`config.mk`:
```
export PLATFORM = sky130hd
export DESIGN_NAME = ctx_sequencer
export DESIGN_NICKNAME = d
export VERILOG_FILES = /design/src/common/row_conn_pkg.sv /design/src/hw/row_conn/ctx_sequencer.sv
export SDC_FILE = /design/constraint.sdc
export NUM_CORES = 1
export LEC_CHECK = 0
export BUFFER_PORTS_ARGS = -buffer_cell sky130_fd_sc_hd__buf_2
export CAP_MARGIN = 25
export CELL_PAD_IN_SITES_DETAIL_PLACEMENT = 1
export CELL_PAD_IN_SITES_GLOBAL_PLACEMENT = 2
export CORE_AREA = 10 10 50 52
export CTS_BUF_LIST = sky130_fd_sc_hd__clkbuf_4
export CTS_CLUSTER_DIAMETER = 30
export DETAILED_ROUTE_END_ITERATION = 7
export DIE_AREA = 0 0 60 62
export PLACE_DENSITY_LB_ADDON = 0.12
export SLEW_MARGIN = 20
export SYNTH_ARGS = -nofsm -noshare
export SYNTH_HDL_FRONTEND = slang
export SYNTH_SLANG_ARGS = --single-unit
```
`constraint.sdc`:
```
create_clock -name CLK -period 3.35 [get_ports CLK]
set_clock_uncertainty 0.1 [all_clocks]
set_input_delay 0.1675 -clock CLK [delete_from_list [all_inputs] [get_ports CLK]]
set_output_delay 0.1675 -clock CLK [all_outputs]
set_load 0.05 [all_outputs]
```
`src/common/row_conn_pkg.sv`:
```
// --------------------
// Widths, select field layout and shared types of the row connection unit
// --------------------
`default_nettype none

package row_conn_pkg;

	// One data word on every source and lane
	parameter int DWORD_W = 64;

	// Unit field sits above the context address bits
	parameter int PE_NUM_W       = 2;
	parameter int CTX_ADDR_W_DEF = 5;    // 32 context words

	// Sources seen by the crossbar
	parameter int N_PE         = 4;
	parameter int WORDS_PER_PE = 12;    // 4 S48, 4 B16, 4 B8
	parameter int N_SRC        = N_PE * WORDS_PER_PE;

	parameter int N_LANE = 4;    // Lanes per group

	// Select widths per lane group
	parameter int D48_SEL_W = 6;
	parameter int B16_SEL_W = 4;
	parameter int B8_SEL_W  = 3;

	// Field groups packed from bit 0 upward: B8, B16, then D48
	// Inside a group lane 3 takes the lowest field
	parameter int B8_SEL_LSB  = 0;
	parameter int B16_SEL_LSB = B8_SEL_LSB + N_LANE * B8_SEL_W;
	parameter int D48_SEL_LSB = B16_SEL_LSB + N_LANE * B16_SEL_W;
	parameter int CTX_W       = D48_SEL_LSB + N_LANE * D48_SEL_W;

	// B8 lanes only reach PE0 words 4..11
	parameter int B8_SRC_BASE = 4;

	typedef logic [DWORD_W-1:0] dword_t;
	typedef logic [CTX_W-1:0]   ctx_word_t;

	// Run sequencing
	typedef enum logic [1:0] {
		SEQ_IDLE,     // Waiting for start
		SEQ_EXEC,     // Reading context words
		SEQ_DRAIN,    // Last beats leaving the pipeline
		SEQ_DONE      // done held until start drops
	} seq_state_e;

endpackage

`default_nettype wire

```
`src/hw/row_conn/ctx_sequencer.sv`:
```
// --------------------
// Run FSM: context address stepping, drain count, start/done handshake
// --------------------
`default_nettype none

module ctx_sequencer #(
	parameter int CTX_ADDR_W = row_conn_pkg::CTX_ADDR_W_DEF
) (
	input  wire logic                  CLK,
	input  wire logic                  RST,
	input  wire logic                  start,
	input  wire logic                  step,
	input  wire logic [CTX_ADDR_W-1:0] last_addr,
	output logic                       rd_en,
	output logic      [CTX_ADDR_W-1:0] rd_addr,
	output logic                       ctx_valid,
	output logic                       done
);
	import row_conn_pkg::*;

	// Cycles between the last read and done, covers RAM and output stage
	localparam int DRAIN_CYC = 2;
	localparam int DRAIN_W   = $clog2(DRAIN_CYC);

	seq_state_e         state;
	seq_state_e         state_nxt;
	logic [DRAIN_W-1:0] drain_cnt;
	logic               last_rd;
	logic               drain_end;

	assign rd_en     = (state == SEQ_EXEC);    // One read every EXEC cycle
	assign done      = (state == SEQ_DONE);
	assign last_rd   = rd_en && step && (rd_addr == last_addr);
	assign drain_end = (drain_cnt == DRAIN_W'(DRAIN_CYC - 1));

	always_comb begin
		state_nxt = state;
		case (state)
			SEQ_IDLE: begin
				if (start) begin
					state_nxt = SEQ_EXEC;
				end
			end
			SEQ_EXEC: begin
				if (last_rd) begin
					state_nxt = SEQ_DRAIN;
				end
			end
			SEQ_DRAIN: begin
				// An aborted request skips done entirely
				if (drain_end) begin
					state_nxt = start ? SEQ_DONE : SEQ_IDLE;
				end
			end
			SEQ_DONE: begin
				if (!start) begin
					state_nxt = SEQ_IDLE;    // done falls on this edge
				end
			end
			default: begin
				state_nxt = SEQ_IDLE;
			end
		endcase
	end

	always_ff @(posedge CLK or negedge RST) begin
		if (!RST) begin
			state <= SEQ_IDLE;
		end else begin
			state <= state_nxt;
		end
	end

	// Held address is read again, so its beat repeats
	always_ff @(posedge CLK or negedge RST) begin
		if (!RST) begin
			rd_addr <= '0;
		end else if (rd_en && step) begin
			rd_addr <= rd_addr + 1'b1;
		end else if (state_nxt == SEQ_IDLE) begin
			rd_addr <= '0;    // Next run starts from entry 0
		end
	end

	always_ff @(posedge CLK or negedge RST) begin
		if (!RST) begin
			drain_cnt <= '0;
		end else if (state == SEQ_DRAIN) begin
			drain_cnt <= drain_cnt + 1'b1;
		end else begin
			drain_cnt <= '0;
		end
	end

	// RAM data is valid one cycle after the read
	always_ff @(posedge CLK or negedge RST) begin
		if (!RST) begin
			ctx_valid <= 1'b0;
		end else begin
			ctx_valid <= rd_en;
		end
	end

endmodule

`default_nettype wire

```
==> results.ini <==
[worst_setup_path]
ff2ff_path_depth=4
slowest_delay_ns=0.49
worstSetupPathType=flop to output pin
crit_required_ns=3.08
cpLargestDelayFamily=flip-flops
r2r_end=rd_addr[4]$_DFFE_PN0P_
slowest_stage=dfrtp_1
worstSetupEndpointType=output pin
crit_chain=nor2b_1, buf_2
reg2reg_from=rd_addr[1]$_DFFE_PN0P_
cp_max_fo=8
cp_num_buf_inv=1
r2r_setup_slack_ns=1.95
critPathArrivalTime_ns=1.43
start_kind=flop

[clock_tree]
cts.path.max_buffers=2
cts_setup_buffers=0
cts_root_buf=clkbuf_4
clkTransAtPathRegs_ns=0.06
cts_resized=0
clock_latency_ns=0.26
numCtsBuffers=3
cts_tree=done
clock_sinks=9
cts.htree.levels=1

[global_route]
antenna_found_initial=0
grt.total_usage=0.08274
grt_pass1_wl_mm=2.270
grt_start_max_net_pins=10
grt_pass1_vias=467
grt-ovfl-total=0

[floorplan]
dieArea_um2=3720
pin_count=17
die-width_um=60
fp.coreArea_um2=1614
placementRows=15
die_y_um=62
initial_core_util=0.3054

[layout]
area_growth_syn_to_layout_pct=27.16
drive_gt1_frac=0.3750
num-nets-final=75
final_util=0.3884
diodes=0

[synthesis]
syn_nets=54
yosysWarnings=0
yosys-top-cells-area=dfrtp_1 46%, xor2_1 5.3%, a21oi_1 4.1%
synth_edf_count=0
ys_seq_area_frac=0.4569
async_flop_share=1.000
yosysUniqueCellTypes=24
syn_area_per_cell_um2=11.20
synth_top_area_share=0.4569
ys_ff_latch=9
syn_inst=44
synth_commonest_cells=9 x dfrtp_1, 4 x a21oi_1, 4 x o21ai_0, 3 x xor2_1
synth_most_common_cell=dfrtp_1
syn-cell-area_um2=493.0
synth_top_cell_by_area=dfrtp_1
synth_flop_cell=dfrtp_1

[power]
p_per_area_nw_per_um2=1029
ir_drop_v=0.0003499
leakage_uw=0.0002790
p_total_uw=644.7

[timing]
fmax_mhz=590.7
finalCritPeriodShare=0.5054
tightest_slew_ns=0.3292
rsz0062_at_grt=no
slew_viol_final=0
setup_tns_ns=0
fin_crit_ns=1.693
setup_violations=0
hold_violations=0
slew_headroom=0.7786

[drt]
drtAntennaViolNets=0
dr.pass1.iters=2
drtIter0Drc=3
drt-total-wl_mm=1.343
wl_per_cell_um=16.58
drc=0
num_vias=427
vias_per_cell=5.272

[worst_hold_path]
min_to=state[0]$_DFF_PN0_
hold_start=last_addr[1]
hp-class=input pin to flop
hold_depth=3

[place]
dpl.hpwl_mm=1.025
place.gp.congestion=0.7100
io_buffers=16

[run_status]
status=finished, final reports clean

[flow_run]
maxCapViolations=0

layout make-up:
type                    count  area [µm²]
multi-input cells          34       260.3
well taps                  17       21.27
clock buffers               4       30.03
fillers                   189       987.2
repair buffers             17       90.09
flip-flops and latches      9       225.2
sequential cells by signal, indices dropped and copies added (netlist names):
name       cells
ctx_valid      1
drain_cnt      1
rd_addr        5
state          2
layer usage:
layer	share of wire	routed length, µm	vias up	global-route usage
li1	-	-	201	-
met1	0.45	601	214	0.09452
met2	0.48	650	10	0.1221
met3	0.063	84	2	0.04065
met4	0.0045	6	0	0.04808
met5	0	0	-	0
cells in the final DEF (no fill, tap or decap), drive strengths merged:
master	instances
buf	16
dfrtp	9
o21ai	4
a21oi	4
clkbuf	4
xor2	3
xnor2	2
nand3	2
or3	2
nand2	2
and2	1
nor2b	1
nand3b	1
nor4	1
o2bb2ai	1
a31oi	1
o21bai	1
a32o	1
nor3b	1
nor3	1
o31ai	1
o21a	1
and3b	1
mux2i	1
ha	1
dlygate4sd3	1
timing repair:
item,CTS,global route
endpoints found under the setup margin,0,0
endpoints found under the hold margin,9,0
hold buffers,1,0
worst register-to-register path: cells and delay by family, from the launching register on:
kind / cells / cell delay (ns)
compound gates: 1 / 0.12
flops: 1 / 0.46
fa+ha+maj: 1 / 0.24
simple gates: 2 / 0.41
cell families (layout without fill, tap and decap cells):
logic type,after synthesis,after routing,synth area share
DFF,9,9,0.4569
AOI/OAI and AO/OA,14,14,0.1777
muxes,1,1,0.02031
adders and majority gates,1,1,0.02538
xor gates and xnor gates,5,5,0.08885
and+or+nand+nor,13,13,0.2158
buffers and inverters,1,21,0.01523
worst max path at each step:
stage	start	endpoint	slack [ns]	depth (start not counted)
floorplan	state[0]$_DFF_PN0_	rd_addr[0]$_DFFE_PN0P_	1.54	4
global placement	rd_addr[0]$_DFFE_PN0P_	rd_addr[4]$_DFFE_PN0P_	1.95	4
detailed placement	state[0]$_DFF_PN0_	rd_en	1.93	2
CTS	state[0]$_DFF_PN0_	rd_en	1.64	2
global route	state[0]$_DFF_PN0_	rd_en	1.54	2
finish	state[0]$_DFF_PN0_	rd_en	1.66	2
through the flow:
step	cells	cell area (µm²)	hold slack [ns]	setup slack, ns
final	81	626.9	0.1435	1.657
after floorplan	44	493.0	-0.2281	1.539
after global placement	76	586.8	-0.05682	1.953
after global routing	81	626.9	0.1716	1.539
after CTS	81	626.9	0.1376	1.641
after detailed placement	76	586.8	-0.06048	1.926
power by group:
part | switching (µW) | total [µW] | internal (µW)
combinational | 241 | 340 | 99.0
sequential | 60.4 | 209 | 149
clock | 41.6 | 95.7 | 54.1
No activity file was read; power rests on OpenSTA's default activity.
