## src/common/row_conn_pkg.sv

```systemverilog
// --------------------
// Widths, select field layout and shared types of the row connection unit
// --------------------
`default_nettype none

package row_conn_pkg;

	// One data word on every source and lane
	parameter int DWORD_W = 64;

	// Unit field sits above the context address bits
	parameter int PE_NUM_W       = 2;
	parameter int CTX_ADDR_W_DEF = 5;    // 32 context words

	// Sources seen by the crossbar
	parameter int N_PE         = 4;
	parameter int WORDS_PER_PE = 12;    // 4 S48, 4 B16, 4 B8
	parameter int N_SRC        = N_PE * WORDS_PER_PE;

	parameter int N_LANE = 4;    // Lanes per group

	// Select widths per lane group
	parameter int D48_SEL_W = 6;
	parameter int B16_SEL_W = 4;
	parameter int B8_SEL_W  = 3;

	// Field groups packed from bit 0 upward: B8, B16, then D48
	// Inside a group lane 3 takes the lowest field
	parameter int B8_SEL_LSB  = 0;
	parameter int B16_SEL_LSB = B8_SEL_LSB + N_LANE * B8_SEL_W;
	parameter int D48_SEL_LSB = B16_SEL_LSB + N_LANE * B16_SEL_W;
	parameter int CTX_W       = D48_SEL_LSB + N_LANE * D48_SEL_W;

	// B8 lanes only reach PE0 words 4..11
	parameter int B8_SRC_BASE = 4;

	typedef logic [DWORD_W-1:0] dword_t;
	typedef logic [CTX_W-1:0]   ctx_word_t;

	// Run sequencing
	typedef enum logic [1:0] {
		SEQ_IDLE,     // Waiting for start
		SEQ_EXEC,     // Reading context words
		SEQ_DRAIN,    // Last beats leaving the pipeline
		SEQ_DONE      // done held until start drops
	} seq_state_e;

endpackage

`default_nettype wire

```

## src/hw/row_conn/ctx_mem.sv

```systemverilog
// --------------------
// Context RAM with unit match on writes and last address capture
// --------------------
`default_nettype none

module ctx_mem #(
	parameter int UNIT_NO    = 0,
	parameter int CTX_ADDR_W = row_conn_pkg::CTX_ADDR_W_DEF
) (
	input  wire logic                                          CLK,
	input  wire logic                                          RST,
	input  wire logic                                          ctx_wr_en,
	input  wire logic [row_conn_pkg::PE_NUM_W+CTX_ADDR_W-1:0]  ctx_wr_addr,
	input  wire row_conn_pkg::ctx_word_t                       ctx_wr_data,
	input  wire logic                                          rd_en,
	input  wire logic [CTX_ADDR_W-1:0]                         rd_addr,
	output row_conn_pkg::ctx_word_t                            rd_data,
	output logic      [CTX_ADDR_W-1:0]                         last_addr
);
	import row_conn_pkg::*;

	ctx_word_t mem [2**CTX_ADDR_W];
	logic      wr_hit;

	// Only writes addressed to this unit land here
	assign wr_hit = ctx_wr_en &&
		(ctx_wr_addr[PE_NUM_W+CTX_ADDR_W-1 -: PE_NUM_W] == PE_NUM_W'(UNIT_NO));

	always_ff @(posedge CLK) begin
		if (wr_hit) begin
			mem[ctx_wr_addr[CTX_ADDR_W-1:0]] <= ctx_wr_data;
		end
	end

	// Registered read, data one cycle after rd_en
	always_ff @(posedge CLK) begin
		if (rd_en) begin
			rd_data <= mem[rd_addr];
		end
	end

	// Run end point follows the most recent matched write
	always_ff @(posedge CLK or negedge RST) begin
		if (!RST) begin
			last_addr <= '0;
		end else if (wr_hit) begin
			last_addr <= ctx_wr_addr[CTX_ADDR_W-1:0];
		end
	end

endmodule

`default_nettype wire

```

## config.mk

```make
export PLATFORM = sky130hd
export DESIGN_NAME = ctx_mem
export DESIGN_NICKNAME = d
export VERILOG_FILES = /design/src/common/row_conn_pkg.sv /design/src/hw/row_conn/ctx_mem.sv
export SDC_FILE = /design/constraint.sdc
export NUM_CORES = 1
export LEC_CHECK = 0
export BUFFER_PORTS_ARGS = -buffer_cell sky130_fd_sc_hd__buf_2
export CAP_MARGIN = 20
export CORE_MARGIN = 2
export CORE_UTILIZATION = 40
export DETAILED_ROUTE_END_ITERATION = 6
export SLEW_MARGIN = 0
export SYNTH_ARGS = -nofsm -noshare
export SYNTH_HDL_FRONTEND = slang
export SYNTH_SLANG_ARGS = --single-unit
```

## constraint.sdc

```tcl
create_clock -name CLK -period 1.9 [get_ports CLK]
set_clock_uncertainty 0.1 [all_clocks]
set_input_delay 0.57 -clock CLK [delete_from_list [all_inputs] [get_ports CLK]]
set_output_delay 0.57 -clock CLK [all_outputs]
set_load 0.03 [all_outputs]
```

==> results.md, run 1 <==
* Status: finished with violations
* Failing checks: setup timing
* XOR/XNOR share of the synthesized area at 0%
* Vias in the first global route at ~35000
* Top Usage Layer GRT: met2
* Critical path data arrival time at between 1500 and 2000 ps
* Synth cell count leaders: edfxtp_1 (1716), mux2i_1 (832), nand2_1 (158), nand3_1 (158)
* EDFF count, synth at 1716
* Die Ht at 412 um
* Area contributors post-synth: edfxtp_1 (78%), mux2i_1 (13%), a22oi_1 (1.8%)
* Die Span X at 412 um
* Final period utilization at 118%
* Yosys Warn Count at 0
* Initial antenna violation count at 13
* Fin crit period at 2250 ps
* Worst slew pin tran at between 600 and 700 ps
* Residual DRC count at 0
* DR vias at 35600
* Post-synthesis net count at about 3700
* Synthesized area at 66500 um^2
* Synth area leader: edfxtp_1
* Count leader, synth: edfxtp_1
* Synthesized area per cell at 18.2 um^2
* Starting Density at approximately two fifths
* Global-route wire length before repair at about 250000 um
* GRT Total Usage at 20.2%
* H-tree Lvls at 4
* Setup ws final at -346 ps
* Top cell type's share of synthesized area at 77.5%
* Die area at between 150000 and 200000 um^2
* Asr flop ratio synth at less than 1%
* Req. time, crit path at 1230 ps
* Met3 capacity usage during global routing at 3.38%
* Total of max-cap violations at 0
* Max Slew Vio Count at 0
* CTS Buf Count at 173
* Crit-path max FO at 1
* Largest family of logic cells by synthesized area: multiplexers
* Met1 usage at 28.2%
* Fill count at ~14000
* Met2 Usage GRT at 32.9%
* Mux cell area share after synthesis at 12.6%
* Core ar. at 165000 um^2
* Worst hold margin at 73.2 ps
* ANT nets after route at 0
* Worst Setup End Kind: primary output
* Leak at 28.5 nW
* Fin nets at between 4000 and 5000
* Grt total ovfl at 0
* Critical Path Start Type: flop
* Pwr/cell area at 992 nW/um^2
* Distinct cells, synth at 28
* Post-DR vias/cell at 5.44
* Worst-Skew Late Latency at slightly above 800 ps
* Routed WL per cell at about 26 um
* I/O pin cnt at 125
* Drt pass-1 iters at 5
* Max clock buf depth at 3
* Worst slew margin at 59.6%
* Clock-pin slew on the worst setup and hold paths at 60 ps
* Slowest stage cell, crit path: edfxtp_1
* Max IR drop VDD at roughly 1000 uV
* WP buf/inv at 1
* CP Cell Sequence: buf_6
* I/O Buffers at 124
* Area grow syn2layout at 21.5%
* RD Place Congestion at 0.810
* Final number of hold-violating endpoints at 0
* Initial DRC count at between 3000 and 4000
* Final setup vio count at 57
* Synth Register Bits at 1721
* CP peak stage delay at 540 ps
* Top_reg_cell synth: edfxtp_1
* Max Freq at 445 MHz
* Clock root cell: clkbuf_16
* CP delay by family, top: flip-flops
* Synthesized netlist cell count at 3653
* TritonCTS clock tree: done
* Largest net degree at the start of global routing at 52
* Share of cells above drive strength 1 at 20.0%
* RSZ-0062 raised after global routing: yes
* Adder-cell share of the synthesized area at 0%
* Hpwl dp at between 100000 and 150000 um
* Critical path class: reg2out
* HP Class: in2reg
* Seq/Total Area, Yosys at approximately 78%
* Synth Area in Compound Gates at 4.80%
* Row count at around 150
* Sink Count at about 1700
* Drt total wl at 172000 um
* Simple-gate area share of the yosys netlist at 2.84%
* Setup WS pre-CTS at -758 ps
## power by group
part	switching (mW)	total (mW)	internal, mW
clock network	14.4	33.3	18.9
registers	0.150	42.2	42.1
logic	2.76	4.60	1.84
## area by class of cell
cell class                 count  area (um^2)  area share [%]
antenna                        2         5.00         0.00620
timing repair buffer         592         7060            8.74
sequential                  1721        51700            64.0
clock inverter               101          998            1.24
multi-input combinational   1723        13800            17.0
tap                         2189         2740            3.39
clock buffer                 212         4540            5.62
## through the flow
stage	util (%)	cells	cell area, um^2	setup TNS (ps)	power, mW
finish	48.9	6540	80800	-9810	80.1
global route	48.9	6538	80700	-13500	82.4
CTS	48.9	6538	80700	-13670	80.7
detailed placement	45.3	6220	74800	-943530	47.5
global placement	45.3	6220	74800	-967840	47.4
floorplan	-	3653	66700	-1492990	45.3
## cell usage in the layout (no fill, tap or decap), types with 2 or more instances in the layout
cell type,n
nand3b_1,5
a22oi_1,156
or3b_2,2
nand2b_4,2
a21oi_1,156
nor2_4,33
clkbuf_1,36
nor3_1,52
clkinv_8,3
a31oi_1,52
diode_2,2
clkinv_16,4
a22o_1,104
nand3_1,157
dfrtp_1,5
dlygate4sd3_1,5
buf_2,65
buf_12,203
clkbuf_16,176
nor2b_4,2
mux2_2,5
nand2_1,157
inv_16,3
inv_6,5
mux2i_1,832
clkinvlp_4,6
edfxtp_1,1716
bufinv_16,13
buf_6,57
clkinv_2,21
buf_4,261
clkinv_1,44
## registers in the layout (all words and copies together), names as in the netlist
name / count
mem: 1664
last_addr: 5
rd_data: 52
## kinds of logic after synthesis
family | Yosys count
AOI/OAI and AO/OA | 468
buffers and inverters | 209
DFF | 1721
muxes | 837
and+or+nand+nor | 418
## layer usage
metal  up-vias  wire [um]  share of wire (%)
li1      15700          -                  -
met1     18600      75800                 44
met2      1037      83300                 48
met4         8       3310                1.9
met3       243       9530                5.5
met5         -         38              0.022
## worst paths after layout
path,startpoint,end,slack (ps),cells after the start
worst max-delay path,rd_data[51],rd_data[51],-350,1
worst min-delay path,ctx_wr_data[37],mem[31][37],70,2
worst max register to register,mem[6][38],rd_data[38],240,6
worst min register to register,last_addr[2],last_addr[2],440,1
max in group asynchronous,RST,last_addr[2],880,3
min in group asynchronous,RST,last_addr[0],600,3
## timing repair
action,CTS,global route
endpoints found under the setup margin,57,57
hold buffers,5,0
setup buffers,0,0
resized for setup,114,0
hold endpoints to repair,8,0
Note: power is estimated with default switching activity, not from simulation.
==> inputs of run 2 (changes only) <==
==> constraint.sdc (replaced) <==
create_clock -name CLK -period 2.5 [get_ports CLK]
set_clock_uncertainty 0.1 [all_clocks]
set_input_delay 0.75 -clock CLK [delete_from_list [all_inputs] [get_ports CLK]]
set_output_delay 0.75 -clock CLK [all_outputs]
set_load 0.03 [all_outputs]
==> run 2 against run 1 <==
The flow now finishes without violations; register-to-register slack gained 580 ps; design area shrank 0.15%; clock power shrank 23%; routed wire length grew 1.1%; critical endpoint is now rd_data[6]; highest routed layer unchanged.
==> results.md, run 2 (synthesis results as in run 1) <==
* Worst-Skew Late Latency at roughly 810 ps
* Fin crit period at 2430 ps
* Critical Path Start Type: flop
* CP delay by family, top: flip-flops
* Post-CTS setup buffers at 0
* Grt total ovfl at 0
* Setup TNS at 0 ps
* R2r worst-path depth at 6
* Drt pass-1 iters at 5
* Most frequent cells in the layout: edfxtp_1 (1716), mux2i_1 (832), buf_4 (259), buf_12 (213), clkbuf_16 (179)
* TritonCTS clock tree: done
* Core Util, Final at 48.9%
* Routed WL per cell at 26.5 um
* WP buf/inv at 1
* Worst hold margin at 206 ps
* RSZ-0062 raised after global routing: no
* CTS Buf Count at 176
* Req. time, crit path at 1650 ps
* Vias in the first global route at about 36000
* I/O Buffers at 124
* Total of max-cap violations at 0
* Row count at 149
* Hpwl dp at 106000 um
* Die Ht at 412 um
* Reg2reg start: mem[5][40]
* Core ar. at 165000 um^2
* Drt total wl at 174000 um
* Residual DRC count at 0
* Most common cell after layout, fill and taps aside: edfxtp_1
* Initial DRC count at 3428
* Setup ws final at 70.5 ps
* DR vias at between 30000 and 40000
* RD Place Congestion at approximately 0.79
* Design Power at a little over 60 mW
* Worst slew margin at 53.9%
* Max clock buf depth at 3
* Post-DR vias/cell at 5.47
* H-tree Lvls at 4
* Setup WS pre-CTS at -540 ps
* HP Class: in2async
* Slowest stage cell, crit path: edfxtp_1
* Leak at 28.5 nW
* R2r endpoint: rd_data[40]
* Status: complete, no violations
* Critical path class: reg2out
* Die Span X at ~410 um
* Sink Count at 1721
* Final period utilization at between 90 and 100%
* Largest net degree at the start of global routing at between 50 and 60
* Fin nets at 4285
* CP peak stage delay at 520 ps
* Max Slew Vio Count at 0
* Reg-to-reg setup timing slack at ~820 ps
* Die area at approximately 170000 um^2
* Crit-path max FO at 1
* ANT nets after route at 0
* Clock-pin slew on the worst setup and hold paths at roughly 60 ps
* Initial antenna violation count at 14
* Worst Setup End Kind: primary output
* Clock root cell: clkbuf_16
* Area grow syn2layout at 21.3%
* GRT Total Usage at 20.4%
* Worst slew pin tran at 692 ps
* Max IR drop VDD at 595 uV
* Final number of hold-violating endpoints at 0
* I/O pin cnt at 125
* Share of cells above drive strength 1 at between 20% and 30%
* Pwr/cell area at 758 nW/um^2
* Final setup vio count at 0
* Max FFs per register at 1664
* Critical path data arrival time at 1580 ps
* Global-route wire length before repair at 250000 um
* CP Cell Sequence: buf_4
* Max Freq at 412 MHz
* Starting Density at between 40% and 50%
[run 2: power by group]
part           switching [mW]  internal (mW)
Combinational            2.11           1.27
Sequential             0.0985           32.0
Clock                    11.0           14.6
Total                    13.2           47.9
[run 2: repair_timing]
action                                  4_1_cts  5_1_grt
endpoints found under the setup margin        2        0
hold buffers                                  1        0
resized for setup                             3        0
hold endpoints to repair                      5        0
[run 2: area by class of cell]
| type | count | area, um^2 |
|---|---|---|
| Fill cell | 13500 | 84400 |
| Sequential cell | 1721 | 51700 |
| Multi-Input combinational cell | 1723 | 13800 |
| Timing Repair Buffer | 595 | 6850 |
| Clock buffer | 217 | 4620 |
| Tap cell | 2189 | 2740 |
| Clock inverter | 99 | 990 |
| Antenna cell | 8 | 20.0 |
[run 2: metrics by stage]
stage	instances	area, um^2
CTS	6544	80600
finish	6552	80600
global route	6546	80600
global placement	6227	75000
detailed placement	6227	75000
floorplan	3653	66700
[run 2: worst max-delay path by stage]
| stage | start | end | slack (ps) | cells past startpoint |
|---|---|---|---|---|
| floorplan | ctx_wr_addr[6] | mem[10][0] | -590 | 4 |
| global placement | ctx_wr_addr[6] | mem[4][11] | -540 | 7 |
| detailed placement | ctx_wr_addr[6] | mem[4][13] | -540 | 7 |
| CTS | rd_data[51] | rd_data[51] | -20 | 1 |
| global route | rd_data[51] | rd_data[51] | 10 | 1 |
| finish | rd_data[6] | rd_data[6] | 70 | 1 |
[run 2: metal layers]
layer  vias up  GRT usage [%]  part of all wire [%]
met4         8           5.60                   2.3
met2      1223           32.4                    47
met3       256           3.87                   6.8
li1      15800              -                     -
met5         -              0                 0.030
met1     18600           28.7                    44
